===== src/program.hex =====
// One 16-bit instruction per line, nibbles are opcode, rd, then rs and rt or an imm8
// Word index is the pc, starting at zero
4105  // ldi  r1, 5
4203  // ldi  r2, 3
0312  // add  r3, r1, r2      forwarded from EX/MEM and MEM/WB
1432  // sub  r4, r3, r2      back-to-back dependency
2541  // and  r5, r4, r1
3653  // xor  r6, r5, r3
47FE  // ldi  r7, -2
6604  // sw   r6, [r0+4]
5804  // lw   r8, [r0+4]      store then load
0981  // add  r9, r8, r1      load-use bubble
6712  // sw   r7, [r1+2]
5A24  // lw   r10, [r2+4]     same word as the store above
7901  // beqz r9, +1          not taken
1B11  // sub  r11, r1, r1
7B01  // beqz r11, +1         taken, operand from the previous instruction
4C77  // ldi  r12, 0x77       wrong path
0CA2  // add  r12, r10, r2
7001  // beqz r0, +1          taken
4D11  // ldi  r13, 0x11       wrong path
4009  // ldi  r0, 9           write to r0 is dropped
F000  // hlt
4E33  // ldi  r14, 0x33       past the halt


===== src/hw/cpuPkg.sv =====
// Shared widths, opcodes and instruction formats for the pipelined core, imported by every stage
package cpuPkg;

  ////////////////////////////////////////////////////////////
  // Datapath and memory sizes
  ////////////////////////////////////////////////////////////
  localparam int dataWidth     = 16;                  // Data word and pc width
  localparam int regAddrWidth  = 4;                   // 16 registers, r0 reads zero
  localparam int imemDepth     = 256;                 // Instruction ROM words
  localparam int dmemDepth     = 256;                 // Data RAM words
  localparam int imemAddrWidth = $clog2(imemDepth);
  localparam int dmemAddrWidth = $clog2(dmemDepth);
  localparam     programFile   = "/design/src/program.hex";       // ROM image, hex words

  ////////////////////////////////////////////////////////////
  // Opcodes
  ////////////////////////////////////////////////////////////
  localparam logic [3:0] opAdd  = 4'h0;  // rd = rs + rt, all zero word doubles as nop
  localparam logic [3:0] opSub  = 4'h1;  // rd = rs - rt
  localparam logic [3:0] opAnd  = 4'h2;  // rd = rs & rt
  localparam logic [3:0] opXor  = 4'h3;  // rd = rs ^ rt
  localparam logic [3:0] opLdi  = 4'h4;  // rd = sext(imm8)
  localparam logic [3:0] opLw   = 4'h5;  // rd = mem[rs + rt field]
  localparam logic [3:0] opSw   = 4'h6;  // mem[rs + rt field] = rd
  localparam logic [3:0] opBeqz = 4'h7;  // if rd == 0, pc = pc + 1 + sext(imm8)
  localparam logic [3:0] opHlt  = 4'hF;  // Stop fetching, raise hlt at write-back

  ////////////////////////////////////////////////////////////
  // Instruction word, two views of the same 16 bits
  ////////////////////////////////////////////////////////////
  typedef struct packed {
    logic [3:0]              opcode;
    logic [regAddrWidth-1:0] rd;
    logic [regAddrWidth-1:0] rs;
    logic [regAddrWidth-1:0] rt;     // Register, or unsigned offset for lw and sw
  } rTypeFields;

  typedef struct packed {
    logic [3:0]              opcode;
    logic [regAddrWidth-1:0] rd;
    logic [7:0]              imm8;   // Two's complement immediate
  } iTypeFields;

  typedef union packed {
    rTypeFields rType;  // ALU ops, loads, stores
    iTypeFields iType;  // ldi and beqz
  } instrWord;

endpackage


===== src/hw/memWriteback.sv =====
// Memory and write-back stages with data RAM, MEM/WB register and the sticky halt flag
`timescale 1ns/1ps
module memWriteback import cpuPkg::*; (
  input  logic                    clk,
  input  logic                    arstN,
  input  logic [dataWidth-1:0]    exMemResult,
  input  logic [dataWidth-1:0]    exMemStoreData,
  input  logic [regAddrWidth-1:0] exMemRd,
  input  logic                    exMemRegWrite,
  input  logic                    exMemMemRead,
  input  logic                    exMemMemWrite,
  input  logic                    exMemIsHalt,
  output logic                    regWriteEn,
  output logic [regAddrWidth-1:0] regWriteAddr,
  output logic [dataWidth-1:0]    regWriteData,
  output logic                    hlt             // High once HLT reaches MEM/WB
);

  logic [dataWidth-1:0]     dmem [dmemDepth];
  logic [dmemAddrWidth-1:0] memAddr;
  logic [dataWidth-1:0]     loadData;

  assign memAddr  = exMemResult[dmemAddrWidth-1:0];  // Word address, upper bits ignored
  assign loadData = dmem[memAddr];                   // Combinational read

  always_ff @(posedge clk) begin
    if (exMemMemWrite) begin
      dmem[memAddr] <= exMemStoreData;
    end
  end

  ////////////////////////////////////////////////////////////
  // MEM/WB register
  ////////////////////////////////////////////////////////////
  always_ff @(posedge clk or negedge arstN) begin
    if (!arstN) begin
      regWriteEn <= 1'b0;
      hlt        <= 1'b0;
    end else begin
      regWriteEn <= exMemRegWrite;
      hlt        <= hlt || exMemIsHalt;  // Sticky
    end
  end

  always_ff @(posedge clk) begin
    regWriteAddr <= exMemRd;
    regWriteData <= exMemMemRead ? loadData : exMemResult;  // Load data or ALU value
  end

  // Halt holds until reset
  assert property (@(posedge clk) disable iff (!arstN) hlt |=> hlt)
    else $error("hlt dropped without reset");

endmodule


===== config.mk =====
export PLATFORM = sky130hd
export DESIGN_NAME = memWriteback
export DESIGN_NICKNAME = d
export VERILOG_FILES = /design/src/hw/cpuPkg.sv /design/src/hw/memWriteback.sv
export SDC_FILE = /design/constraint.sdc
export NUM_CORES = 2
export LEC_CHECK = 0
export ABC_AREA = 1
export BUFFER_PORTS_ARGS = -buffer_cell sky130_fd_sc_hd__buf_2
export CAP_MARGIN = 5
export CORE_AREA = 3 3 863 650
export CTS_CLUSTER_DIAMETER = 30
export DETAILED_ROUTE_END_ITERATION = 7
export DIE_AREA = 0 0 866 653
export PLACE_DENSITY = 0.46
export RECOVER_POWER = 25
export SLEW_MARGIN = 20
export SYNTH_ARGS = -nofsm -noshare
export SYNTH_HDL_FRONTEND = slang
export SYNTH_SLANG_ARGS = --single-unit

===== constraint.sdc =====
create_clock -name clk -period 1.5 [get_ports clk]
set_input_delay 0.3 -clock clk [delete_from_list [all_inputs] [get_ports clk]]
set_output_delay 0.3 -clock clk [all_outputs]
set_load 0.05 [all_outputs]

Word-level counts from Yosys, hierarchy flattened --
Memories as Yosys holds them, arrays and structs flattened. Index checks and enable logic that the tools add are counted. W data, S select, Z words.
Cells by class: mux-type cells 3, reductions and logical operators 1
Operators with widths (number):
- $mux W16 | 1
- $mux W1 | 2
- $logic_or A1 B1 Y1 | 1
Word-level totals: bits in registers 22, RAM bits 4096, input bits 42, logic and storage cells 9, memories kept 1
Memories:
- dmem | words 256, width 16, rd ports 1, clocked after Yosys merged registers in 0, wr ports 1, line memWriteback.sv:19 | logic [dataWidth-1:0] dmem [dmemDepth];

Longest topological paths before layout --
word-level depth 2, mapped depth 18

Least setup slack after synthesis --
Ideal clock, no wire load.
path kind input to register, start input exMemResult[1], end memory dmem[101][0] (enable), library setup time 388 ps, arrival 2260 ps, required time 1112 ps, setup slack -1148 ps, stages 9, path buffers 4, cell sequence buf_4 -> nor2_4 -> buf_2 -> buf_2 -> inv_1 -> nor2_1 -> nand2_1 -> clkbuf_1 -> nor2_1
RTL lines:
- start, declared | line memWriteback.sv:6 | input logic [dataWidth-1:0] exMemResult,
- end, declared | line memWriteback.sv:19
Straight into the memory's write port.

Worst setup path in the final report --
start register regWriteData[6], end output regWriteData[6]
RTL lines:
- start, declared | line memWriteback.sv:15 | output logic [dataWidth-1:0] regWriteData,
- start signal, assigned | line memWriteback.sv:47 | regWriteData <= exMemMemRead ? loadData : exMemResult;
No word-level cell between the ends.

==> results.sh <==
export IMPL_synth_top_area_share_pct=74.18
export IMPL_synth_common_cells="nand2_1, edfxtp_1, nor2_1"
export IMPL_grt_pass1_vias=108300
export IMPL_cp_arrival_ns=1.72
export IMPL_seq_area_frac_synth_pct=74.45
export IMPL_drt_wl_total_um=604500
export IMPL_final_util_pct=40.02
export IMPL_crit_path_max_fanout=1
export IMPL_avgSynthCellArea_um2=11.17
export IMPL_fin_worst_skew_ns=0.05073
export IMPL_dr_pass1_iters=6
export IMPL_hold_viol_final=0
export IMPL_final_cells=24510
export IMPL_power_density_nw_per_um2=1383
export IMPL_hold_path_class="in -> async"
export IMPL_setup_violations=4071
export IMPL_crit_type="reg -> out"
export IMPL_num_nets_final=16590
export IMPL_max_stage_delay_ns=0.46
export IMPL_dpl_cell_area_um2=191800
export IMPL_cts_root_buf="clkbuf_16"
export IMPL_yosysMostFrequentCell="nand2_1"
export IMPL_timing_rr_end="regWriteData[2]"
export IMPL_tightest_slew_ns=1.669
export IMPL_grt_usage_pct=20.52
export IMPL_wl_per_cell_um=24.66
export IMPL_htreeDepth=6
export IMPL_die_height_um=653
export IMPL_dieArea_um2=565500
export IMPL_num_io_pins=64
export IMPL_core_um2=551900
export IMPL_grt_overflow=0
export IMPL_fin_crit_sh_pct=135.0
export IMPL_antenna_found_initial=33
export IMPL_ir_worst_vdd_v=0.001556
export IMPL_syn2layout_area_growth_pct=33.19
export IMPL_synthesis_nets=14890
export IMPL_tns_ns=-539.74
export IMPL_leakagePower_nw=84.76
export IMPL_synth_main_ff_cell="edfxtp_1"
export IMPL_min_period_ns=2.025
export IMPL_synth_async_reset_ratio_pct=0.04857
export IMPL_dp_hpwl_um=392300
export IMPL_fmax_mhz=493.9
export IMPL_ys_warnings_count=0
export IMPL_yosysTopAreaCell="edfxtp_1"
export IMPL_reg2reg_depth=14
export IMPL_drive_gt1_share_pct=22.93
export IMPL_timing_final_ws_setup_ns=-0.5245
export IMPL_synthTopCellsByArea="edfxtp_1, nand2_1, nor2_1, buf_2, nand4_1"
export IMPL_synth_cells=14840
export IMPL_drc=0
export IMPL_grt_max_degree=72
export IMPL_start_util_pct=30.04
export IMPL_violations="capacitance limit, slew limit, setup timing"
export IMPL_cts_sinks=4118
export IMPL_grt_first_pass_wirelength_um=840900
export IMPL_cts_tree="done"
export IMPL_synth_cell_type_count=23
export IMPL_ys_ff_latch=4118
export IMPL_die_x_um=866
export IMPL_via_per_inst=4.737
export IMPL_portBuffers=63
export IMPL_setup_worst_path_end_class="primary output"
export IMPL_synth_edf_count=4096
export IMPL_finalPower_mw=305.4
export IMPL_path_buf_inv=1
export IMPL_fin_area_um2=220800
export IMPL_drt_iter0_drc=13420
export IMPL_maxCapViolations=2
export IMPL_cp_slowest_cell="dfxtp_4"
export IMPL_synth_area_um2=165800
export IMPL_detail_route_antenna_nets=0
export IMPL_status="finished, violations left"
export IMPL_path_clk_slew_ns=0.05
export IMPL_crit_chain="buf_8"
export IMPL_rsz0062_at_grt="yes"
export IMPL_rows=236
export IMPL_clk_path_buf_depth=4
export IMPL_nFillCells=52390
export IMPL_via_count=116100
export IMPL_path_delay_family="flip-flops"
export IMPL_dp_cells=23140
export IMPL_relSlewSlack_pct=-11.29
export IMPL_insertion_delay_ns=1.07
export IMPL_startpoint_type="flop"
export IMPL_r2r_slack_ns=-0.49
export IMPL_cp_required_ns=1.20
export IMPL_place_gp_congestion=0.8798
export IMPL_slew_viol_final=36
export IMPL_numCtsBuffers=680
export IMPL_rr_startpoint="dmem[64][2]"
## flip-flops by register name, indices dropped and copies added (netlist names)
register and count:
dmem 4096, regWriteData 16, regWriteAddr 4, hlt 1
regWriteEn 1
## final cells by class
class / count / area [µm²] / area share (%)
clock inverter: 499 / 5350 / 2.423
timing repair inverter: 2 / 20.02 / 0.009065
inverter: 45 / 304.0 / 0.1377
multi-input combinational: 9922 / 43580 / 19.73
sequential: 4118 / 123500 / 55.92
clock buffer: 757 / 17610 / 7.975
antenna: 8 / 20.02 / 0.009065
timing repair buffer: 1781 / 21220 / 9.609
tap: 7378 / 9231 / 4.180
## worst max path at each step
stage | cells after the start | to | slack (ns) | startpoint
after floorplan | 7 | dmem[10][0] | -0.99 | exMemResult[4]
after global placement | 18 | regWriteData[3] | -2.36 | exMemResult[0]
after CTS | 2 | regWriteData[6] | -0.67 | regWriteData[6]
final | 1 | regWriteData[6] | -0.52 | regWriteData[6]
after global routing | 16 | regWriteData[2] | -0.57 | dmem[153][2]
after detailed placement | 18 | regWriteData[3] | -2.32 | exMemResult[0]
## report_power, final
group	total, mW	internal [mW]	switching [mW]
Combinational	21.0	6.54	14.4
Clock	157	98.6	58.6
Sequential	127	127	0.226
## layout by cell type, fill, tap and decap left out, drive strengths merged
cell type     netlist  routed
dfrtp               2       2
clkinvlp            0      84
a22oi              12      12
nor2              925     925
a21oi             207     207
o21ai             225     225
clkbuf            274     849
nand3             261     261
or2                 1       1
dlygate4sd3         0      58
dfxtp              20      20
edfxtp           4096    4096
nand2            8080    8080
inv                42     114
bufbuf              0       1
diode               0       8
bufinv              0      78
clkinv              3     270
buf               485    1629
dlymetal6s4s        0       1
nand4             211     211
## what timing repair did
| action | in CTS | in global routing |
|---|---|---|
| setup endpoints to repair | 3231 | 2445 |
| hold buffers | 58 | 0 |
| hold endpoints to repair | 4007 | 0 |
| cloned | 7 | 22 |
| pin swaps | 321 | 440 |
| gates resized for setup | 929 | 738 |
| buffers inserted | 40 | 60 |
## metrics by stage
step	worst slack (ns)	hold slack [ns]
after floorplan	-0.9897	0.004409
after global placement	-2.360	0.08438
after detailed placement	-2.317	0.08902
after CTS	-0.6666	0.0006755
after global routing	-0.5698	0.07966
final	-0.5245	0.09826
## metal layers
layer | vias up | global-route usage [%] | part of all wire, %
li1 | 53490 | - | -
met1 | 57420 | 32.22 | 48
met2 | 4514 | 29.23 | 41
met3 | 672 | 4.072 | 8.8
met4 | 2 | 3.942 | 1.9
met5 | - | 0 | 0.0025
## cells by family (layout without fill, tap and decap cells)
family                 Yosys count  in the layout  share of synthesized area (%)
other                            0              8                              0
AOI/OAI and AO/OA              444            444                          1.358
buffers and inverters          804           3084                          2.191
and+or+nand+nor               9478           9478                          22.00
DFF                           4118           4118                          74.45
Note: power is estimated with default switching activity, not from simulation.
