===== config.mk =====
export PLATFORM = sky130hd
export DESIGN_NAME = fetchUnit
export DESIGN_NICKNAME = d
export VERILOG_FILES = /design/src/hw/cpuPkg.sv /design/src/hw/fetchUnit.sv
export SDC_FILE = /design/constraint.sdc
export NUM_CORES = 1
export LEC_CHECK = 0
export BUFFER_PORTS_ARGS = -buffer_cell sky130_fd_sc_hd__buf_2
export CAP_MARGIN = 25
export CORE_ASPECT_RATIO = 0.8
export CORE_MARGIN = 1.5
export CORE_UTILIZATION = 48
export DETAILED_ROUTE_END_ITERATION = 7
export MAX_ROUTING_LAYER = met4
export PLACE_DENSITY = 0.83
export SYNTH_ARGS = -nofsm -noshare
export SYNTH_HDL_FRONTEND = slang
export SYNTH_SLANG_ARGS = --single-unit

===== constraint.sdc =====
create_clock -name clk -period 2.08 [get_ports clk]
set_input_delay 0.208 -clock clk [delete_from_list [all_inputs] [get_ports clk]]
set_output_delay 0.208 -clock clk [all_outputs]
set_load 0.02 [all_outputs]

===== src/program.hex =====
// One 16-bit instruction per line, nibbles are opcode, rd, then rs and rt or an imm8
// Word index is the pc, starting at zero
4105  // ldi  r1, 5
4203  // ldi  r2, 3
0312  // add  r3, r1, r2      forwarded from EX/MEM and MEM/WB
1432  // sub  r4, r3, r2      back-to-back dependency
2541  // and  r5, r4, r1
3653  // xor  r6, r5, r3
47FE  // ldi  r7, -2
6604  // sw   r6, [r0+4]
5804  // lw   r8, [r0+4]      store then load
0981  // add  r9, r8, r1      load-use bubble
6712  // sw   r7, [r1+2]
5A24  // lw   r10, [r2+4]     same word as the store above
7901  // beqz r9, +1          not taken
1B11  // sub  r11, r1, r1
7B01  // beqz r11, +1         taken, operand from the previous instruction
4C77  // ldi  r12, 0x77       wrong path
0CA2  // add  r12, r10, r2
7001  // beqz r0, +1          taken
4D11  // ldi  r13, 0x11       wrong path
4009  // ldi  r0, 9           write to r0 is dropped
F000  // hlt
4E33  // ldi  r14, 0x33       past the halt


===== src/hw/cpuPkg.sv =====
// Shared widths, opcodes and instruction formats for the pipelined core, imported by every stage
package cpuPkg;

  ////////////////////////////////////////////////////////////
  // Datapath and memory sizes
  ////////////////////////////////////////////////////////////
  localparam int dataWidth     = 16;                  // Data word and pc width
  localparam int regAddrWidth  = 4;                   // 16 registers, r0 reads zero
  localparam int imemDepth     = 256;                 // Instruction ROM words
  localparam int dmemDepth     = 256;                 // Data RAM words
  localparam int imemAddrWidth = $clog2(imemDepth);
  localparam int dmemAddrWidth = $clog2(dmemDepth);
  localparam     programFile   = "/design/src/program.hex";       // ROM image, hex words

  ////////////////////////////////////////////////////////////
  // Opcodes
  ////////////////////////////////////////////////////////////
  localparam logic [3:0] opAdd  = 4'h0;  // rd = rs + rt, all zero word doubles as nop
  localparam logic [3:0] opSub  = 4'h1;  // rd = rs - rt
  localparam logic [3:0] opAnd  = 4'h2;  // rd = rs & rt
  localparam logic [3:0] opXor  = 4'h3;  // rd = rs ^ rt
  localparam logic [3:0] opLdi  = 4'h4;  // rd = sext(imm8)
  localparam logic [3:0] opLw   = 4'h5;  // rd = mem[rs + rt field]
  localparam logic [3:0] opSw   = 4'h6;  // mem[rs + rt field] = rd
  localparam logic [3:0] opBeqz = 4'h7;  // if rd == 0, pc = pc + 1 + sext(imm8)
  localparam logic [3:0] opHlt  = 4'hF;  // Stop fetching, raise hlt at write-back

  ////////////////////////////////////////////////////////////
  // Instruction word, two views of the same 16 bits
  ////////////////////////////////////////////////////////////
  typedef struct packed {
    logic [3:0]              opcode;
    logic [regAddrWidth-1:0] rd;
    logic [regAddrWidth-1:0] rs;
    logic [regAddrWidth-1:0] rt;     // Register, or unsigned offset for lw and sw
  } rTypeFields;

  typedef struct packed {
    logic [3:0]              opcode;
    logic [regAddrWidth-1:0] rd;
    logic [7:0]              imm8;   // Two's complement immediate
  } iTypeFields;

  typedef union packed {
    rTypeFields rType;  // ALU ops, loads, stores
    iTypeFields iType;  // ldi and beqz
  } instrWord;

endpackage


===== src/hw/fetchUnit.sv =====
// Fetch stage holding the pc, the program ROM and the IF/ID register, steered by decode
`timescale 1ns/1ps
module fetchUnit import cpuPkg::*; (
  input  logic                 clk,
  input  logic                 arstN,
  input  logic                 stall,         // Hazard in decode, hold everything
  input  logic                 flush,         // Taken branch, squash the fetched word
  input  logic                 halted,        // HLT decoded, stop fetching
  input  logic [dataWidth-1:0] branchTarget,  // Redirect address on flush
  output logic [dataWidth-1:0] pc,
  output instrWord             ifIdInstr,
  output logic [dataWidth-1:0] ifIdPc         // Address of ifIdInstr
);

  logic [dataWidth-1:0] imem [imemDepth];  // Program ROM, word addressed
  instrWord             fetchWord;

  initial begin
    $readmemh(programFile, imem);
  end

  assign fetchWord = imem[pc[imemAddrWidth-1:0]];  // Asynchronous ROM read

  ////////////////////////////////////////////////////////////
  // PC and IF/ID register
  ////////////////////////////////////////////////////////////
  always_ff @(posedge clk or negedge arstN) begin
    if (!arstN) begin
      pc        <= '0;
      ifIdInstr <= '0;  // Bubble
      ifIdPc    <= '0;
    end else if (!stall) begin
      if (flush) begin
        pc        <= branchTarget;
        ifIdInstr <= '0;  // Drop the wrong-path word
      end else if (halted) begin
        ifIdInstr <= '0;  // pc frozen, later words discarded
      end else begin
        pc        <= pc + 1'b1;
        ifIdInstr <= fetchWord;
        ifIdPc    <= pc;
      end
    end
  end

  // A stalled cycle must leave fetch exactly where it was
  assert property (@(posedge clk) disable iff (!arstN)
    stall |=> $stable(pc) && $stable(ifIdInstr) && $stable(ifIdPc))
    else $error("fetch state changed across a stall");

endmodule


### Word level (Yosys, flattened, before mapping)

Cells that the tools add are included.

* muxes and demuxes: 4
* equal/unequal tests: 1
* reduce and logical (&&, ||, !) cells: 2
* add/subtract/negate cells: 1
* bitwise gates (word level): 3

Operators by type and width (count)
* two-way mux 16 bit: 4
* adder 16 x 1 -> 16 bit, second input constant: 1
* NOT 1 bit: 3
* AND reduction 3 bit: 1
* inequality test 2 bit, second input constant: 1
* AND reduction 2 bit: 1

* logic and storage cells: 14
* bits of input ports: 21
* flip-flop bits (word level): 48
* output and inout bits: 48

### Longest topological paths before layout

Gate-level depths: netlist of run 1.

* word-level depth: 3
* depth in mapped cells: 5

### Worst setup path before layout of run 1

OpenSTA, ideal clock, no wires.

* path kind: reg2reg
* start: reg pc[0]
* end: reg pc[8]
* arrival time: 1599 ps
* data required time: 1954 ps
* cell stages (with the launch flop): 6
* clock period less this slack: 1725 ps
* path slack: 355 ps
* buffers on the path: 0
* library setup time: 126 ps
* path through: dfrtp_1 -> ha_1 -> nand4_1 -> or4_1 -> o21ai_0 -> a21oi_1

* word-level cells in the longest chain between the ends: 3

RTL lines
* start, declared: RTL line fetchUnit.sv:10 `output logic [dataWidth-1:0] pc,`
* start signal, assigned: RTL line fetchUnit.sv:34 `pc <= branchTarget;`
* start signal, assigned: RTL line fetchUnit.sv:39 `pc <= pc + 1'b1;`
* adder 16 x 1 -> 16 bit: RTL line fetchUnit.sv:39
* two-way mux 16 bit: RTL line fetchUnit.sv:36 `end else if (halted) begin`
* two-way mux 16 bit: RTL line fetchUnit.sv:33 `if (flush) begin`

Every way passes these cells. The select of a mux whose other input is x is not followed.
A chain may end at the register's enable or synchronous reset.

### Final worst setup path of run 1

* start: reg pc[0]
* end: reg pc[14]

The elaborated chain is that of the path after synthesis.

==> results of run 1 <==
cell families after synthesis:
| kind of cell | synth area share |
|---|---|
| simple gates | 0.163 |
| compound gates | 0.159 |
| flops | 0.448 |
| buf+inv | 0.102 |
| mux | 0.118 |
| fa+ha+maj | 0.00701 |
| other cells | 0.00210 |
cells in the final DEF (no fill, tap or decap), types with 2 or more instances in the layout:
master / netlist / final
clkinv_2: 0 / 2
a22oi_1: 3 / 3
dfrtp_1: 32 / 32
a31oi_1: 3 / 3
inv_1: 5 / 5
nand3_1: 4 / 4
nand4_1: 3 / 3
nor3_1: 5 / 5
buf_2: 2 / 52
a21oi_1: 12 / 12
mux2i_1: 3 / 3
mux2_2: 16 / 16
or3_1: 3 / 3
nor4_1: 6 / 6
nor2_1: 10 / 10
nand2_1: 11 / 11
clkbuf_8: 0 / 6
o21ai_0: 13 / 13
a21o_1: 2 / 2
o21a_1: 2 / 2
o22a_1: 2 / 2
o31ai_1: 2 / 2
buf_4: 17 / 4
conb_1: 1 / 16
final cells by class:
type,count,area (um2),share of cell area
Clock buffer,6,82.6,0.0389
Clock inverter,2,10.0,0.00471
Inverter,5,18.8,0.00884
Multi-Input combinational cell,134,858,0.404
Sequential cell,32,801,0.377
Tap cell,42,52.6,0.0247
Timing Repair Buffer,57,300,0.141
registers in the layout, indices dropped and copies added (netlist names):
| name | count |
|---|---|
| pc | 16 |
| ifIdPc | 16 |
metrics by stage:
stage / area [um2] / cells / util / setup slack (ps) / hold WS [ps]
3_3_place_gp: 2020 / 269 / 0.578 / 340 / 295
5_1_grt: 2120 / 278 / 0.608 / 73.5 / 172
6_report: 2120 / 278 / 0.608 / 236 / 149
3_5_place_dp: 2020 / 269 / 0.578 / 263 / 292
2_1_floorplan: 1840 / 195 / - / 355 / -87.6
4_1_cts: 2120 / 278 / 0.608 / 243 / 150
tightest hold or removal path: cells and delay by family:
kind	cells	cell delay (ps)
AOI/OAI and AO/OA	1	50
buffers and inverters	1	70
and+or+nand+nor	1	70
how the worst min path moves through the flow:
| stage | startpoint | endpoint | slack [ps] | depth (start not counted) |
|---|---|---|---|---|
| floorplan | arstN | ifIdPc[0]$_DFFE_PN0P_ | -90 | 0 |
| global placement | arstN | ifIdPc[2]$_DFFE_PN0P_ | 300 | 1 |
| detailed placement | arstN | ifIdPc[2]$_DFFE_PN0P_ | 290 | 1 |
| CTS | branchTarget[10] | pc[10]$_DFFE_PN0P_ | 150 | 3 |
| global route | branchTarget[10] | pc[10]$_DFFE_PN0P_ | 170 | 3 |
| finish | branchTarget[10] | pc[10]$_DFFE_PN0P_ | 150 | 3 |
routing by layer:
layer,global-route usage,up-vias,part of all wire
li1,-,745,-
met1,0.261,737,0.44
met2,0.306,71,0.47
met3,0.0742,5,0.075
met4,0.0593,0,0.010
met5,-,-,0
report_power, final:
part / internal (mW) / switching, mW / leakage (nW)
Sequential: 0.761 / 0.129 / 0.380
Clock: 0.264 / 0.236 / 0.0510
Combinational: 0.243 / 0.388 / 0.566
Total: 1.27 / 0.753 / 0.997
==> results.toml, run 1 <==
[outcome]
status = "finished, final reports clean"

[global_route]
grt_overflow = 0
first_global_vias = 1355
grt.total_usage = 0.204
grt_max_degree = 33
grt_antenna_before_repair = 0
grt_pass1_wl_um = 6220

[worst_setup_path]
r2r_start = "pc[0]$_DFFE_PN0P_"
max_stage_delay_ps = 470
cp_num_buf_inv = 0
worst_r2r_endpoint = "pc[14]$_DFFE_PN0P_"
worstPathMaxFanout = 7
cp-end-kind = "flip-flop"
cp.depth = 5
arrival_ps = 2020
path_delay_family = "simple AND/OR/NAND/NOR gates"
cp-startpoint = "pc[0]$_DFFE_PN0P_"
cp-start-kind = "flip-flop"
r2r_slack_ps = 240
cp-endpoint = "pc[14]$_DFFE_PN0P_"
required_ps = 2260
crit_chain = "ha_1 > nand4_1 > nor4_1 > a31oi_1 > o22a_1"
cpMaxStageDelayCell = "dfrtp_1"
ff2ff_path_depth = 5
critical_path_class = "reg -> reg"

[power]
p_leak_nw = 0.997
finalPower_mw = 2.02
power_density_mw_per_mm2 = 952
ir_drop_mv = 0.774

[clocking]
root_buffer = "clkbuf_8"
cts.sinks = 32
numCtsBuffers = 5
cts_buffer_depth = 2
htree_levels = 2
clk_latency_ps = 290
cts.hold.buffers_added = 1
clk_pin_slew_worst_paths_ps = 70
post-cts-setup-buffers = 0
cts_tree = "done"
cts_resized = 0

[logic_synthesis]
yosysTopAreaCell = "dfrtp_1"
yosys_warnings = 0
synth.top_cell.area_share = 0.448
avgSynthCellArea_um2 = 9.92
synth-async-reset-ratio = 1.00
syn-cell-area_mm2 = 0.00179
synthCells = 180
ys_seq_area_frac = 0.448
synth_seq_cells = 32
synth.most_common_cell = "dfrtp_1"
synth_cell_type_count = 42
synth_area_leaders = "dfrtp_1 (45%), mux2_2 (10%), buf_4 (7.1%)"
ys_dominant_reg_cell = "dfrtp_1"
synth_edf_count = 0
ys_top_cells_by_count = "dfrtp_1 (32), buf_4 (17), mux2_2 (16), o21ai_0 (13), a21oi_1 (12)"

[hold_path]
holdCritPathClass = "in -> reg"

[route]
vias = 1558
first_iter_violations = 112
routed_via_density = 5.60
drtPass1Iterations = 4
wl_per_cell_um = 14.1
wl_um = 3920
drc = 0
drtAntennaViolNets = 0

[cells_and_area]
drive_gt1_frac = 0.360
area_growth_pct = 18.9
nNetsFinal = 257
num_antenna_cells = 0
fillers = 318

[timing]
post-route-min-period_ps = 1840
rsz0062_at_grt = "no"
finalHoldViolCount = 0
tightest_slew_ps = 692
fin_skew_ps = 0.691
fmax_mhz = 542
slew_headroom = 0.539
fin_tns_setup_ps = 0
maxSlewViolCount = 0
finalSetupViolCount = 0
fin_crit_sh = 0.887

[placed_design]
place.detailed.hpwl_um = 2860
io_buffers = 52
routabilityCongestion = 0.931

[floorplanning]
die_w_um = 71.2
start_util = 0.511
fp.dieH_um = 57.6
dieArea_mm2 = 0.00410
core_area_mm2 = 0.00349
ios = 69
rows = 19

[job]
drv_cap = 0
Note: power is estimated with default switching activity, not from simulation.
==> run 2: changes to the inputs <==
--- a/config.mk
+++ b/config.mk
@@ -7,12 +7,12 @@
 export LEC_CHECK = 0
 export BUFFER_PORTS_ARGS = -buffer_cell sky130_fd_sc_hd__buf_2
 export CAP_MARGIN = 25
-export CORE_ASPECT_RATIO = 0.8
 export CORE_MARGIN = 1.5
-export CORE_UTILIZATION = 48
+export CORE_UTILIZATION = 50
+export CTS_BUF_LIST = sky130_fd_sc_hd__clkbuf_4 sky130_fd_sc_hd__clkbuf_8
 export DETAILED_ROUTE_END_ITERATION = 7
 export MAX_ROUTING_LAYER = met4
-export PLACE_DENSITY = 0.83
+export PLACE_DENSITY = 0.86
 export SYNTH_ARGS = -nofsm -noshare
 export SYNTH_HDL_FRONTEND = slang
 export SYNTH_SLANG_ARGS = --single-unit
==> run 2 against run 1 <==
Compared with the run above:
- cell count grew 1.8%
- utilization up 2.3 points
- critical endpoint is now pc[12]$_DFFE_PN0P_
- critical path type unchanged
- design area is 0.71% higher
- highest routed layer unchanged
- sequential power is essentially flat
==> results.toml, run 2 (synthesis results as in run 1) <==
[power]
ir_drop_mv = 0.498
p_int_mw = 1.32
p_sw_frac = 0.356
power_frac_seq = 0.435
clkPwrFrac = 0.255
p_comb_frac = 0.310
p_sw_mw = 0.731
p_leak_nw = 1.00
power_density_mw_per_mm2 = 961
finalPower_mw = 2.05

[cells_and_area]
nNetsFinal = 258
final_cell_area_mm2 = 0.00214
num_antenna_cells = 0
layout_common_cells = "buf_2 (52), dfrtp_1 (32), mux2_2 (16), conb_1 (16), o21ai_0 (13)"
drive_gt1_frac = 0.363
top_regs = "ifIdPc: 16 flops, pc: 16 flops"
final_common_cell = "buf_2"
area_growth_pct = 19.8

[worst_setup_path]
cp-end-kind = "flip-flop"
ff2ff_path_depth = 5
max_stage_delay_ps = 460
critical_path_class = "reg -> reg"
path_delay_family = "simple AND/OR/NAND/NOR gates"
cpMaxStageDelayCell = "dfrtp_1"
arrival_ps = 2040
cp.depth = 5
r2r_slack_ps = 260
crit_chain = "ha_1 > nand4_1 > nor4_1 > a31oi_1 > o22a_1"
cp_num_buf_inv = 0
required_ps = 2290
cp-start-kind = "flip-flop"
worstPathMaxFanout = 7

[floorplanning]
fp.dieH_um = 62.8
die_w_um = 62.8
dieArea_mm2 = 0.00394
core_area_mm2 = 0.00339
rows = 21
start_util = 0.527
ios = 69

[route]
top_layer_used = "met4"
met1_length_um = 1780
dr_wl_met3_um = 194
vias = 1542
wl_um = 3930
drtPass1Iterations = 4
first_iter_violations = 67
drtAntennaViolNets = 0
wl_met2_um = 1860
drc = 0
wl_per_cell_um = 13.9
routed_via_density = 5.45

[outcome]
status = "finished, final reports clean"

[global_route]
first_global_vias = 1439
grt.total_usage = 0.223
grt_pass1_wl_um = 6760
grt_overflow = 0
grt_antenna_before_repair = 0
grt_max_degree = 33

[timing]
post-route-min-period_ps = 1820
fmax_mhz = 548
slew_headroom = 0.545
maxSlewViolCount = 0
finalSetupViolCount = 0
rsz0062_at_grt = "no"
fin_crit_sh = 0.877
finalHoldViolCount = 0
tightest_slew_ps = 683
fin_skew_ps = 10.9
timing.hold.ws_ps = 88.7
fin_tns_setup_ps = 0

[placed_design]
io_buffers = 52
routabilityCongestion = 0.896
post_dp_cell_area_mm2 = 0.00203
place.detailed.hpwl_um = 2850

[clocking]
post-cts-setup-buffers = 0
numCtsBuffers = 5
cts_buffer_depth = 2
cts_tree = "done"
cts_resized = 0
htree_levels = 2
root_buffer = "clkbuf_4"
cts.hold.buffers_added = 1
cts.sinks = 32
clk_latency_ps = 330
clk_pin_slew_worst_paths_ps = 100

[job]
drv_cap = 0

[hold_path]
holdCritPathClass = "in -> reg"
holdPathStages = 3
-- run 2: cell types whose count changed in the layout (fill, tap and decap cells not counted), sizes merged --
cell	previous run	this run
clkbuf	6	7
bufinv	0	1
buf	56	57
clkinv	2	0
-- run 2: power by group through the flow --
stage / clock network, mW / registers, mW / logic [mW]
after floorplan: 0 / 1.06 / 0.265
after global placement: 0 / 0.896 / 0.626
after detailed placement: 0 / 0.903 / 0.640
after CTS: 0.537 / 0.892 / 0.642
after global routing: 0.574 / 0.922 / 0.690
final: 0.525 / 0.893 / 0.637
-- run 2: final cells by class --
type	instances	area (um2)
fillers	295	1250
multi-input cells	134	858
flip-flops and latches	32	801
repair buffers	58	308
clock buffers	7	65.1
well taps	46	57.6
clock inverters	1	30.0
inverters	5	18.8
-- run 2: metal layers --
metal,vias up,global-route usage
li1,741,-
met1,726,0.292
met2,62,0.340
met3,13,0.0378
met4,0,0.106
met5,-,-
-- run 2: worst paths after layout --
check,startpoint,end
min in group asynchronous,arstN,pc[11]$_DFFE_PN0P_
min reg2reg,ifIdPc[3]$_DFFE_PN0P_,ifIdPc[3]$_DFFE_PN0P_
max in group asynchronous,arstN,pc[1]$_DFFE_PN0P_
min,branchTarget[10],pc[10]$_DFFE_PN0P_
max,pc[0]$_DFFE_PN0P_,pc[12]$_DFFE_PN0P_
max reg2reg,pc[0]$_DFFE_PN0P_,pc[12]$_DFFE_PN0P_
-- run 2: through the flow --
step	worst slack, ps	cells	util
detailed placement	295	274	0.600
finish	256	283	0.631
global placement	376	274	0.600
floorplan	355	195	-
global route	40.7	283	0.631
CTS	280	283	0.631
-- run 2: worst register-to-register path: stages (launching register included) --
cell     delay [ps]
dfrtp_1         460
ha_1            260
nand4_1         240
nor4_1          420
a31oi_1         140
o22a_1          190
