===== src/program.hex =====
// One 16-bit instruction per line, nibbles are opcode, rd, then rs and rt or an imm8
// Word index is the pc, starting at zero
4105  // ldi  r1, 5
4203  // ldi  r2, 3
0312  // add  r3, r1, r2      forwarded from EX/MEM and MEM/WB
1432  // sub  r4, r3, r2      back-to-back dependency
2541  // and  r5, r4, r1
3653  // xor  r6, r5, r3
47FE  // ldi  r7, -2
6604  // sw   r6, [r0+4]
5804  // lw   r8, [r0+4]      store then load
0981  // add  r9, r8, r1      load-use bubble
6712  // sw   r7, [r1+2]
5A24  // lw   r10, [r2+4]     same word as the store above
7901  // beqz r9, +1          not taken
1B11  // sub  r11, r1, r1
7B01  // beqz r11, +1         taken, operand from the previous instruction
4C77  // ldi  r12, 0x77       wrong path
0CA2  // add  r12, r10, r2
7001  // beqz r0, +1          taken
4D11  // ldi  r13, 0x11       wrong path
4009  // ldi  r0, 9           write to r0 is dropped
F000  // hlt
4E33  // ldi  r14, 0x33       past the halt


===== src/hw/cpuPkg.sv =====
// Shared widths, opcodes and instruction formats for the pipelined core, imported by every stage
package cpuPkg;

  ////////////////////////////////////////////////////////////
  // Datapath and memory sizes
  ////////////////////////////////////////////////////////////
  localparam int dataWidth     = 16;                  // Data word and pc width
  localparam int regAddrWidth  = 4;                   // 16 registers, r0 reads zero
  localparam int imemDepth     = 256;                 // Instruction ROM words
  localparam int dmemDepth     = 256;                 // Data RAM words
  localparam int imemAddrWidth = $clog2(imemDepth);
  localparam int dmemAddrWidth = $clog2(dmemDepth);
  localparam     programFile   = "/design/src/program.hex";       // ROM image, hex words

  ////////////////////////////////////////////////////////////
  // Opcodes
  ////////////////////////////////////////////////////////////
  localparam logic [3:0] opAdd  = 4'h0;  // rd = rs + rt, all zero word doubles as nop
  localparam logic [3:0] opSub  = 4'h1;  // rd = rs - rt
  localparam logic [3:0] opAnd  = 4'h2;  // rd = rs & rt
  localparam logic [3:0] opXor  = 4'h3;  // rd = rs ^ rt
  localparam logic [3:0] opLdi  = 4'h4;  // rd = sext(imm8)
  localparam logic [3:0] opLw   = 4'h5;  // rd = mem[rs + rt field]
  localparam logic [3:0] opSw   = 4'h6;  // mem[rs + rt field] = rd
  localparam logic [3:0] opBeqz = 4'h7;  // if rd == 0, pc = pc + 1 + sext(imm8)
  localparam logic [3:0] opHlt  = 4'hF;  // Stop fetching, raise hlt at write-back

  ////////////////////////////////////////////////////////////
  // Instruction word, two views of the same 16 bits
  ////////////////////////////////////////////////////////////
  typedef struct packed {
    logic [3:0]              opcode;
    logic [regAddrWidth-1:0] rd;
    logic [regAddrWidth-1:0] rs;
    logic [regAddrWidth-1:0] rt;     // Register, or unsigned offset for lw and sw
  } rTypeFields;

  typedef struct packed {
    logic [3:0]              opcode;
    logic [regAddrWidth-1:0] rd;
    logic [7:0]              imm8;   // Two's complement immediate
  } iTypeFields;

  typedef union packed {
    rTypeFields rType;  // ALU ops, loads, stores
    iTypeFields iType;  // ldi and beqz
  } instrWord;

endpackage


===== src/hw/decodeUnit.sv =====
// Decode stage with register file, hazard detection, beqz resolution and the ID/EX register
`timescale 1ns/1ps
module decodeUnit import cpuPkg::*; (
  input  logic                    clk,
  input  logic                    arstN,
  input  instrWord                ifIdInstr,
  input  logic [dataWidth-1:0]    ifIdPc,
  input  logic [regAddrWidth-1:0] exMemRd,        // Instruction in MEM, for branch hazards
  input  logic                    exMemRegWrite,
  input  logic                    regWriteEn,     // Retiring write from MEM/WB
  input  logic [regAddrWidth-1:0] regWriteAddr,
  input  logic [dataWidth-1:0]    regWriteData,
  output logic                    stall,
  output logic                    flush,
  output logic                    halted,
  output logic [dataWidth-1:0]    branchTarget,
  output logic [3:0]              idExOp,
  output logic [regAddrWidth-1:0] idExRd,
  output logic [regAddrWidth-1:0] idExRs,         // Source of operand A
  output logic [regAddrWidth-1:0] idExRt,         // Source of operand B, rd for stores
  output logic [dataWidth-1:0]    idExOpA,
  output logic [dataWidth-1:0]    idExOpB,
  output logic [dataWidth-1:0]    idExImm,
  output logic                    idExRegWrite,
  output logic                    idExMemRead,
  output logic                    idExMemWrite,
  output logic                    idExIsHalt
);

  logic [dataWidth-1:0]    regFile [1 << regAddrWidth];
  logic [3:0]              op;
  logic [regAddrWidth-1:0] rd, rs, srcB;
  logic [dataWidth-1:0]    immExt, imm, opA, opB, brVal;
  logic                    usesRs, usesB, wrReg, memRd, memWr, isBranch, isHalt;
  logic                    loadUse, branchHazard, haltSeen;

  // Register read with write-through of the retiring value
  function automatic logic [dataWidth-1:0] readReg(input logic [regAddrWidth-1:0] addr);
    if (addr == '0) return '0;
    if (regWriteEn && regWriteAddr == addr) return regWriteData;
    return regFile[addr];
  endfunction

  assign op     = ifIdInstr.rType.opcode;
  assign rd     = ifIdInstr.rType.rd;
  assign rs     = ifIdInstr.rType.rs;
  assign immExt = {{(dataWidth-8){ifIdInstr.iType.imm8[7]}}, ifIdInstr.iType.imm8};

  ////////////////////////////////////////////////////////////
  // Opcode decode
  ////////////////////////////////////////////////////////////
  always_comb begin
    usesRs   = 1'b0;
    usesB    = 1'b0;
    srcB     = ifIdInstr.rType.rt;
    wrReg    = 1'b0;
    memRd    = 1'b0;
    memWr    = 1'b0;
    isBranch = 1'b0;
    isHalt   = 1'b0;
    imm      = {{(dataWidth-regAddrWidth){1'b0}}, ifIdInstr.rType.rt};  // Word offset
    case (op)
      opAdd, opSub, opAnd, opXor: begin
        usesRs = 1'b1;
        usesB  = 1'b1;
        wrReg  = 1'b1;
      end
      opLdi: begin
        wrReg = 1'b1;
        imm   = immExt;
      end
      opLw: begin
        usesRs = 1'b1;
        wrReg  = 1'b1;
        memRd  = 1'b1;
      end
      opSw: begin
        usesRs = 1'b1;
        usesB  = 1'b1;
        srcB   = rd;  // Store data comes from rd
        memWr  = 1'b1;
      end
      opBeqz:  isBranch = 1'b1;
      opHlt:   isHalt   = 1'b1;
      default: ;  // nop
    endcase
    opA   = readReg(rs);
    opB   = readReg(srcB);
    brVal = readReg(rd);  // beqz tests rd
  end

  // Load in EX feeding this instruction costs one bubble
  assign loadUse = idExMemRead && idExRegWrite &&
                   ((usesRs && rs == idExRd) || (usesB && srcB == idExRd));
  // beqz waits until its register is in WB or the file
  assign branchHazard = isBranch && ((idExRegWrite && idExRd == rd) ||
                                     (exMemRegWrite && exMemRd == rd));
  assign stall        = loadUse || branchHazard;
  assign flush        = isBranch && !stall && brVal == '0;  // Predict not-taken
  assign branchTarget = ifIdPc + 1'b1 + immExt;
  assign halted       = haltSeen || isHalt;

  always_ff @(posedge clk) begin
    if (regWriteEn) begin
      regFile[regWriteAddr] <= regWriteData;
    end
  end

  ////////////////////////////////////////////////////////////
  // ID/EX register, bubble on stall
  ////////////////////////////////////////////////////////////
  always_ff @(posedge clk or negedge arstN) begin
    if (!arstN) begin
      idExRegWrite <= 1'b0;
      idExMemRead  <= 1'b0;
      idExMemWrite <= 1'b0;
      idExIsHalt   <= 1'b0;
      haltSeen     <= 1'b0;
    end else begin
      idExRegWrite <= !stall && wrReg && rd != '0;  // r0 writes are dropped here
      idExMemRead  <= !stall && memRd;
      idExMemWrite <= !stall && memWr;
      idExIsHalt   <= !stall && isHalt;
      haltSeen     <= haltSeen || isHalt;  // Sticky until reset
    end
  end

  always_ff @(posedge clk) begin
    idExOp  <= op;
    idExRd  <= rd;
    idExRs  <= rs;
    idExRt  <= srcB;
    idExOpA <= opA;
    idExOpB <= opB;
    idExImm <= imm;
  end

  assert property (@(posedge clk) disable iff (!arstN) regWriteEn |-> regWriteAddr != '0)
    else $error("live register write to r0");
  assert property (@(posedge clk) disable iff (!arstN) !(flush && stall))
    else $error("branch flush raised during a stall");

endmodule


===== config.mk =====
export PLATFORM = sky130hd
export DESIGN_NAME = decodeUnit
export DESIGN_NICKNAME = d
export VERILOG_FILES = /design/src/hw/cpuPkg.sv /design/src/hw/decodeUnit.sv
export SDC_FILE = /design/constraint.sdc
export NUM_CORES = 1
export LEC_CHECK = 0
export ABC_AREA = 1
export BUFFER_PORTS_ARGS = -buffer_cell sky130_fd_sc_hd__buf_2
export CAP_MARGIN = 25
export CORE_ASPECT_RATIO = 1.25
export CORE_MARGIN = 5
export CORE_UTILIZATION = 45
export DETAILED_ROUTE_END_ITERATION = 10
export PLACE_DENSITY = 0.65
export RECOVER_POWER = 50
export SYNTH_ARGS = -nofsm -noshare
export SYNTH_HDL_FRONTEND = slang
export SYNTH_SLANG_ARGS = --single-unit
export TNS_END_PERCENT = 1

===== constraint.sdc =====
create_clock -name clk -period 6.3 [get_ports clk]
set_clock_uncertainty 0.2 [all_clocks]
set_input_delay 1.26 -clock clk [delete_from_list [all_inputs] [get_ports clk]]
set_output_delay 1.26 -clock clk [all_outputs]
set_load 0.01 [all_outputs]

# Word-level counts from Yosys, hierarchy flattened
# Memory sizes are Yosys's and may differ from the RTL's.
# Cells that the tools add are included.
dict set report word_totals {
  mem_bits_rw 256
  wordCells 93
  out_inout_bits 87
  in_bits 60
  register_bits 61
  mem_count 1
}
dict set report op_classes {
  n_reduce_logical 31
  mux 31
  addsub 2
  n_eq_ne 15
}
# memory words word_bits read_ports rd_ports_with_merged_regs write_ports line
set memory_table {}
lappend memory_table {regFile 16 16 3 0 1 decodeUnit.sv:30} ;# logic [dataWidth-1:0] regFile [1 << regAddrWidth];
# operator n
set op_table {}
lappend op_table {{16-bit 2-to-1 mux} 12}
lappend op_table {{4-bit == test} 7}
lappend op_table {{1-bit 2-to-1 mux} 18}
lappend op_table {{1-bit logical AND} 17}
lappend op_table {{16-bit by 1-bit adder with 16-bit output, second input constant} 1}
lappend op_table {{16-bit adder} 1}
lappend op_table {{4-bit by 3-bit == test with 1-bit output, second input constant} 4}
lappend op_table {{16-bit logical NOT} 1}
lappend op_table {{4-bit logical NOT} 4}
lappend op_table {{6-bit OR reduction} 2}
lappend op_table {{4-bit by 2-bit == test with 1-bit output, second input constant} 2}
lappend op_table {{5-bit OR reduction} 1}
lappend op_table {{4-bit by 1-bit == test with 1-bit output, second input constant} 1}
lappend op_table {{4-bit == test, second input constant} 1}
lappend op_table {{1-bit logical OR} 4}
lappend op_table {{4-bit 2-to-1 mux} 1}
lappend op_table {{4-bit nonzero test} 1}
lappend op_table {{1-bit logical NOT} 1}

# Logic depth before layout (Yosys ltp)
# Gate-level depths: netlist of run 1.
dict set report logic_depth {
  ltp_word 10
  ltp_mapped 15
  ltp_nobuf 14
}

# Worst setup path before layout of run 1
# OpenSTA, ideal clock, no wires.
dict set report synth_timing {
  path_type {input-to-output}
  start {input port ifIdInstr[0] (netlist name)}
  end {output port branchTarget[12]}
  stages 12
  arrival_ns 2.705
  setup_slack_ns 2.135
  path_cell_list {inv_1 -> ha_1 -> inv_1 -> fa_1 -> nand3_1 -> nand2_1 -> nand3_1 -> nand2_1 -> a21o_1 -> nand3_1 -> nand2_1 -> xor2_1}
}
dict set report synth_via {
  elab_chain_cells 1
}
# item line
set synth_lines {}
lappend synth_lines {{from (decl)} decodeUnit.sv:6} ;# input instrWord ifIdInstr,
lappend synth_lines {{16-bit adder} decodeUnit.sv:100} ;# assign branchTarget = ifIdPc + 1'b1 + immExt;
lappend synth_lines {{to (decl)} decodeUnit.sv:16} ;# output logic [dataWidth-1:0] branchTarget,
# No other way between the ends.

# Final worst setup path of run 1
dict set report layout_timing {
  start {input port ifIdInstr[9] (netlist name)}
  end {output port flush}
}
dict set report layout_via {
  elab_chain_cells 9
  elab_cells_between_ends 26
  classes_between {eq/ne: 4; mux: 7; reduce/logical: 14; memory: 1}
}
# item line
set layout_lines {}
lappend layout_lines {{parallel branches: the longest is 8 deep, another holds memory 16 x 16 bit} n/a}
lappend layout_lines {{1-bit logical AND *} decodeUnit.sv:99} ;# assign flush = isBranch && !stall && brVal == '0;
lappend layout_lines {{to (decl)} decodeUnit.sv:14} ;# output logic flush,
# Mark *: on every way between the ends. The select of a mux whose other input is x is not followed.

==> results.py, run 1 <==
metrics = {
    "sta": {
        "hold_violations": 0,
        "finalSetupTns_ps": 0,
        "slew_headroom_pct": -8.61,
        "worst_pin_slew_ps": 1630,
        "final-max-slew-violation-count": 43,
        "fin_crit_ps": 5330,
        "setup_viol_count_final": 0,
        "rsz0062_at_grt": "no",
        "fmax_mhz": 188,
        "fin_crit_sh_pct": 84.6,
    },
    "logic_synthesis": {
        "synth_area_mm2": 0.0170,
        "avgSynthCellArea_um2": 8.45,
        "ys.flop_type": "edfxtp_1",
        "postSynthCellCount": 2009,
        "synth_mux_area_share_pct": 0,
        "synth_compound_area_share_pct": 19.3,
        "synth_top_family_by_area": "compound AO/OA/AOI/OAI gates",
        "synth_edf_count": 256,
        "synth_fa_ha_area_share_pct": 1.22,
        "synth_top_area_share_pct": 45.3,
        "yosysTopAreaCell": "edfxtp_1",
        "synth-simple-area-share_pct": 18.9,
        "ys_seq_area_share_pct": 52.6,
        "synth_xor_area_share_pct": 1.03,
        "ys_top_cells_by_area": "edfxtp_1, o21ai_0, nand2_1",
        "synthArstFlopShare_pct": 1.58,
        "ys_ff_latch": 317,
        "syn_nets": 2085,
        "yosysUniqueCellTypes": 41,
        "yosys_warnings": 0,
    },
    "clock_network": {
        "cts_htree_levels": 2,
        "cts_buffers": 34,
        "clockBufferDepth": 3,
        "cts_setup_buffers": 0,
        "cts.sinks": 317,
        "clkTransAtPathRegs_ps": 50,
        "cts-root-buf": "clkbuf_16",
        "cts_resized": 0,
        "worstSkewPairLatency_ps": 530,
        "cts_hold_buf": 0,
        "cts_tree": "yes",
    },
    "flow_run": {
        "maxCapViolations": 2,
    },
    "route": {
        "dr.pass1.iters": 6,
        "routedWlPerCell_um": 24.3,
        "vias_per_cell": 6.16,
        "drtIter0Drc": 1950,
        "detail-route-antenna-nets": 0,
        "wirelength_mm": 63.4,
        "drcViolationCount": 0,
        "dr_total_vias": 16086,
    },
    "placement": {
        "dpl.hpwl_mm": 40.3,
        "post_dp_cell_area_mm2": 0.0181,
        "dp.cells": 2551,
        "portBuffers": 146,
        "place.gp.congestion": 0.938,
    },
    "global_routing": {
        "grt_pass1_vias": 15525,
        "grt_usage_pct": 29.4,
        "grt.overflow.total": 0,
        "antenna_found_initial": 1,
        "grt_max_degree": 96,
        "grt_pass1_wl_mm": 93.7,
    },
    "die": {
        "start_util_pct": 45.6,
        "die_width_um": 184,
        "coreArea_mm2": 0.0373,
        "rows": 79,
        "fp.dieH_um": 227,
        "die-area_mm2": 0.0417,
        "io_pins": 147,
    },
    "pwr": {
        "powerDensity_mw_per_mm2": 276,
        "ir_worst_vdd_mv": 0.280,
        "power.leakage_nw": 7.51,
    },
    "min_path": {
        "hold_class": "reg -> reg",
    },
    "cells_and_area": {
        "postLayoutCellArea_mm2": 0.0192,
        "layout.cells.non_filler": 2612,
        "area_delta_synth_final_pct": 13.2,
        "drive_gt1_share_pct": 10.8,
        "fin_nets": 2177,
    },
    "worst_setup_path": {
        "crit_arrival_ps": 3870,
        "end_kind": "primary output",
        "required_ps": 4840,
        "worstSetupStartpointType": "input port",
        "path_max_fanout": 38,
        "path_class": "in -> out",
    },
    "run_status": {
        "violations": "max-capacitance violations, max-slew violations",
        "status": "finished with violations",
    },
}
-- power breakdown --
group,internal [W],total [W],switching (W)
combinational,0.000219,0.000758,0.000538
clock,0.00132,0.00216,0.000838
sequential,0.00234,0.00238,0.0000357
-- state kept, by name (all words and copies together), names as in the netlist --
register      cells
idExIsHalt        1
idExRegWrite      1
idExRs            4
idExOp            4
idExOpA          16
regFile         256
idExMemWrite      1
idExImm           8
idExOpB          16
haltSeen          1
idExRt            4
idExRd            4
idExMemRead       1
-- synth_stat cells, types with 22 or more instances --
cell type  count
nand2_1      308
o21ai_0      342
nand3_1      166
nor2_1       260
o22ai_1       22
buf_2         37
o211ai_1      56
clkbuf_1      79
dfxtp_1       56
edfxtp_1     256
inv_1        147
a21oi_1      125
-- path summary, 6_finish.rpt --
| check | from | endpoint | slack, ps | cells after the start |
|---|---|---|---|---|
| setup / recovery | ifIdInstr[9] | flush | 970 | 11 |
| hold / removal | haltSeen$_DFF_PN0_ | haltSeen$_DFF_PN0_ | 260 | 1 |
| setup reg to reg | regFile[11][0]$_DFFE_PP_ | idExOpA[0]$_SDFF_PN0_ | 4240 | 6 |
| hold reg to reg | haltSeen$_DFF_PN0_ | haltSeen$_DFF_PN0_ | 260 | 1 |
| max in group asynchronous | arstN | idExMemRead$_DFF_PN0_ | 5280 | 1 |
| min in group asynchronous | arstN | idExMemWrite$_DFF_PN0_ | 380 | 1 |
-- routing by layer --
metal,track usage [%],vias up,part of all wire (%)
met3,5.91,258,11
met2,47.4,1148,45
met4,20.1,2,7.8
met1,35.7,7492,36
li1,-,7186,-
met5,0,-,0.011
-- kinds of logic after synthesis --
kind of cell             Yosys count
AND/OR/NAND/NOR                  773
flip-flops                       317
AO/OA/AOI/OAI                    596
buffers and inverters            287
adder cells (fa/ha/maj)           16
XOR/XNOR                          20
-- critical path, stage by stage --
cell      delay, ps
clkbuf_1        540
buf_4           620
nand3_1         210
nand3_1         110
nand2_1          70
a31oi_1         190
nand2_1         150
nand3_1         130
nand3_1         140
a21oi_1         250
buf_2           190
-- cell usage in the layout (no fill, tap or decap), types with 3 or more instances in the layout --
cell	count
a211oi_1	4
a21oi_1	125
a31oi_1	9
a41oi_1	10
buf_2	115
buf_4	40
bufinv_16	6
clkbuf_1	40
clkbuf_16	36
clkbuf_8	3
clkinv_1	5
clkinv_2	4
dfrtp_1	5
dfxtp_1	56
edfxtp_1	256
ha_1	15
inv_1	147
inv_2	4
nand2_1	306
nand2_2	3
nand3_1	166
nand3b_1	7
nand4_1	6
nor2_1	258
nor2_2	4
nor3_1	9
nor4_1	6
o211ai_1	56
o21ai_0	340
o21ai_1	18
o21ai_4	3
o22ai_1	22
or2_2	4
xnor2_1	3
xor2_1	17
-- per-stage QoR --
step / hold slack (ps) / power [W] / setup WS, ps / util (%)
detailed placement: 246 / 0.00316 / 1160 / 48.5
global route: 288 / 0.00546 / 879 / 51.6
CTS: 259 / 0.00530 / 1150 / 51.7
global placement: 241 / 0.00315 / 1210 / 48.5
floorplan: 262 / 0.00284 / 2140 / -
finish: 257 / 0.00530 / 971 / 51.6
-- layout make-up --
type / instances / area [µm²]
fill: 3426 / 18100
sequential: 317 / 8930
multi-input combinational: 1405 / 6890
timing repair buffer: 190 / 1010
clock buffer: 44 / 961
tap: 486 / 608
inverter: 153 / 574
clock inverter: 16 / 236
antenna: 1 / 2.50
Power figures use the tool's default switching activity.
==> run 2: changes to the inputs <==
Clock period 6.3 ns to 5.15 ns, I/O delays scaled along.
==> run 2 against run 1 <==
Effect of this change:
- the run still ends with max-capacitance violations, max-slew violations left
- clock power rose by 16%
- sequential share of layout area unchanged
- via count increased by 0.27%
- register-to-register slack got worse by 1200 ps
- combinational power increased by 22%
- first-iteration DRC count up 21%
- critical endpoint unchanged
- largest power group unchanged
- highest routed layer is now met4
==> results.py, run 2 (synthesis gave the netlist of run 1 again) <==
metrics = {
    "run_status": {
        "status": "finished with violations",
        "violations": "max-capacitance violations, max-slew violations",
    },
    "worst_setup_path": {
        "path_max_fanout": 16,
        "worstPathCellList": "buf_2 > clkbuf_1 > nand2_1 > o21ai_0 > nor2_1 > nand2_1 > nand2_1 > a21oi_1 > nand2_1 > nor2_1 > nand3_1 > a21oi_1 > buf_2",
        "path_class": "in -> out",
        "rrSetupSlack_ps": 3070,
        "cp_slowest_cell": "clkbuf_1",
        "worstReg2RegEnd": "idExOpA[8]$_SDFF_PN0_",
        "required_ps": 3920,
        "worstSetupStartpointType": "input port",
        "max_stage_delay_ps": 850,
        "crit_arrival_ps": 3540,
        "cp_common_cell": "nand2_1",
        "end_kind": "primary output",
        "reg2regPathDepth": 6,
        "r2r-start": "regFile[10][8]$_DFFE_PP_",
    },
    "sta": {
        "fin_crit_ps": 4770,
        "rsz0062_at_grt": "no",
        "hold_violations": 0,
        "worst_slack_ps": 377,
        "finalSetupTns_ps": 0,
        "slew_headroom_pct": -8.21,
        "fin_crit_sh_pct": 92.7,
        "setup_viol_count_final": 0,
        "fmax_mhz": 210,
        "final-max-slew-violation-count": 55,
        "worst_pin_slew_ps": 1620,
    },
    "cells_and_area": {
        "layout_common_cells": "o21ai_0, nand2_1, nor2_1",
        "largest_registers": "regFile x256, idExOpA x16, idExOpB x16",
        "drive_gt1_share_pct": 11.1,
        "fillCellCount": 3466,
        "regMostFlops": "regFile",
        "post-route-util_pct": 51.6,
        "layout_commonest_cell": "o21ai_0",
        "area_delta_synth_final_pct": 13.2,
        "fin_nets": 2186,
        "layout.cells.non_filler": 2622,
        "largest_register_ffs": 256,
    },
    "clock_network": {
        "clkTransAtPathRegs_ps": 60,
        "cts_buffers": 31,
        "cts_resized": 0,
        "cts.sinks": 317,
        "clockBufferDepth": 3,
        "cts_setup_buffers": 0,
        "cts_htree_levels": 1,
        "cts-root-buf": "clkbuf_16",
        "cts_tree": "yes",
        "cts_hold_buf": 0,
        "worstSkewPairLatency_ps": 580,
    },
    "route": {
        "routedWlPerCell_um": 24.0,
        "vias_per_cell": 6.15,
        "dr.pass1.iters": 7,
        "wirelength_mm": 62.9,
        "drtIter0Drc": 2367,
        "dr_total_vias": 16130,
        "drcViolationCount": 0,
        "detail-route-antenna-nets": 0,
    },
    "die": {
        "io_pins": 147,
        "fp.dieH_um": 227,
        "die-area_mm2": 0.0417,
        "coreArea_mm2": 0.0373,
        "die_width_um": 184,
        "rows": 79,
        "start_util_pct": 45.6,
    },
    "pwr": {
        "ir_worst_vdd_mv": 0.218,
        "powerDensity_mw_per_mm2": 330,
        "power.leakage_nw": 7.50,
    },
    "flow_run": {
        "maxCapViolations": 2,
    },
    "placement": {
        "dpl.hpwl_mm": 40.9,
        "dp.cells": 2563,
        "dp_slack_ps": 702,
        "portBuffers": 146,
        "place.gp.congestion": 0.956,
    },
    "global_routing": {
        "grt_usage_pct": 29.0,
        "grt_pass1_wl_mm": 92.3,
        "antenna_found_initial": 1,
        "grt_max_degree": 105,
        "grt_pass1_vias": 15140,
        "grt.overflow.total": 0,
    },
    "min_path": {
        "hold_class": "in -> async",
    },
}
## run 2: power breakdown
group | total (W) | switching, W | internal (W)
registers | 0.00291 | 0.0000461 | 0.00286
clock network | 0.00250 | 0.00100 | 0.00150
logic | 0.000928 | 0.000656 | 0.000273
## run 2: layout make-up
cell class / instances / area [µm²] / area share, %
flip-flops and latches: 317 / 8930 / 46.5
multi-input cells: 1405 / 6890 / 35.9
repair buffers: 202 / 1080 / 5.63
clock buffers: 37 / 828 / 4.31
well taps: 486 / 608 / 3.16
inverters: 153 / 574 / 2.99
clock inverters: 20 / 292 / 1.52
diodes: 2 / 5.00 / 0.0260
## run 2: per-stage QoR
step,cell area (µm²),total power [W],hold slack [ps]
final,19200,0.00633,109
after global routing,19200,0.00653,131
after global placement,18200,0.00386,241
after floorplan,17000,0.00348,262
after detailed placement,18200,0.00387,249
after CTS,19300,0.00633,43.9
## run 2: per-layer routing
layer | up-vias | track usage [%] | share of wire [%]
li1 | 7200 | - | -
met1 | 7465 | 36.2 | 36
met5 | - | 0 | 0
met2 | 1210 | 47.4 | 46
met4 | 0 | 18.0 | 6.9
met3 | 255 | 4.54 | 11
## run 2: worst max-delay path, delay by kind of cell
family	cells	cell delay, ps
buf+inv	3	1160
compound gates	3	590
simple gates	7	760
## run 2: worst max path at each step
stage	slack [ps]	endpoint	startpoint	cells after the start
after floorplan	1450	branchTarget[12]	ifIdInstr[0]	12
after global placement	790	flush	ifIdInstr[8]	11
after detailed placement	700	flush	ifIdInstr[8]	11
after CTS	690	flush	ifIdInstr[8]	11
after global routing	320	flush	ifIdInstr[9]	13
final	380	flush	ifIdInstr[9]	13
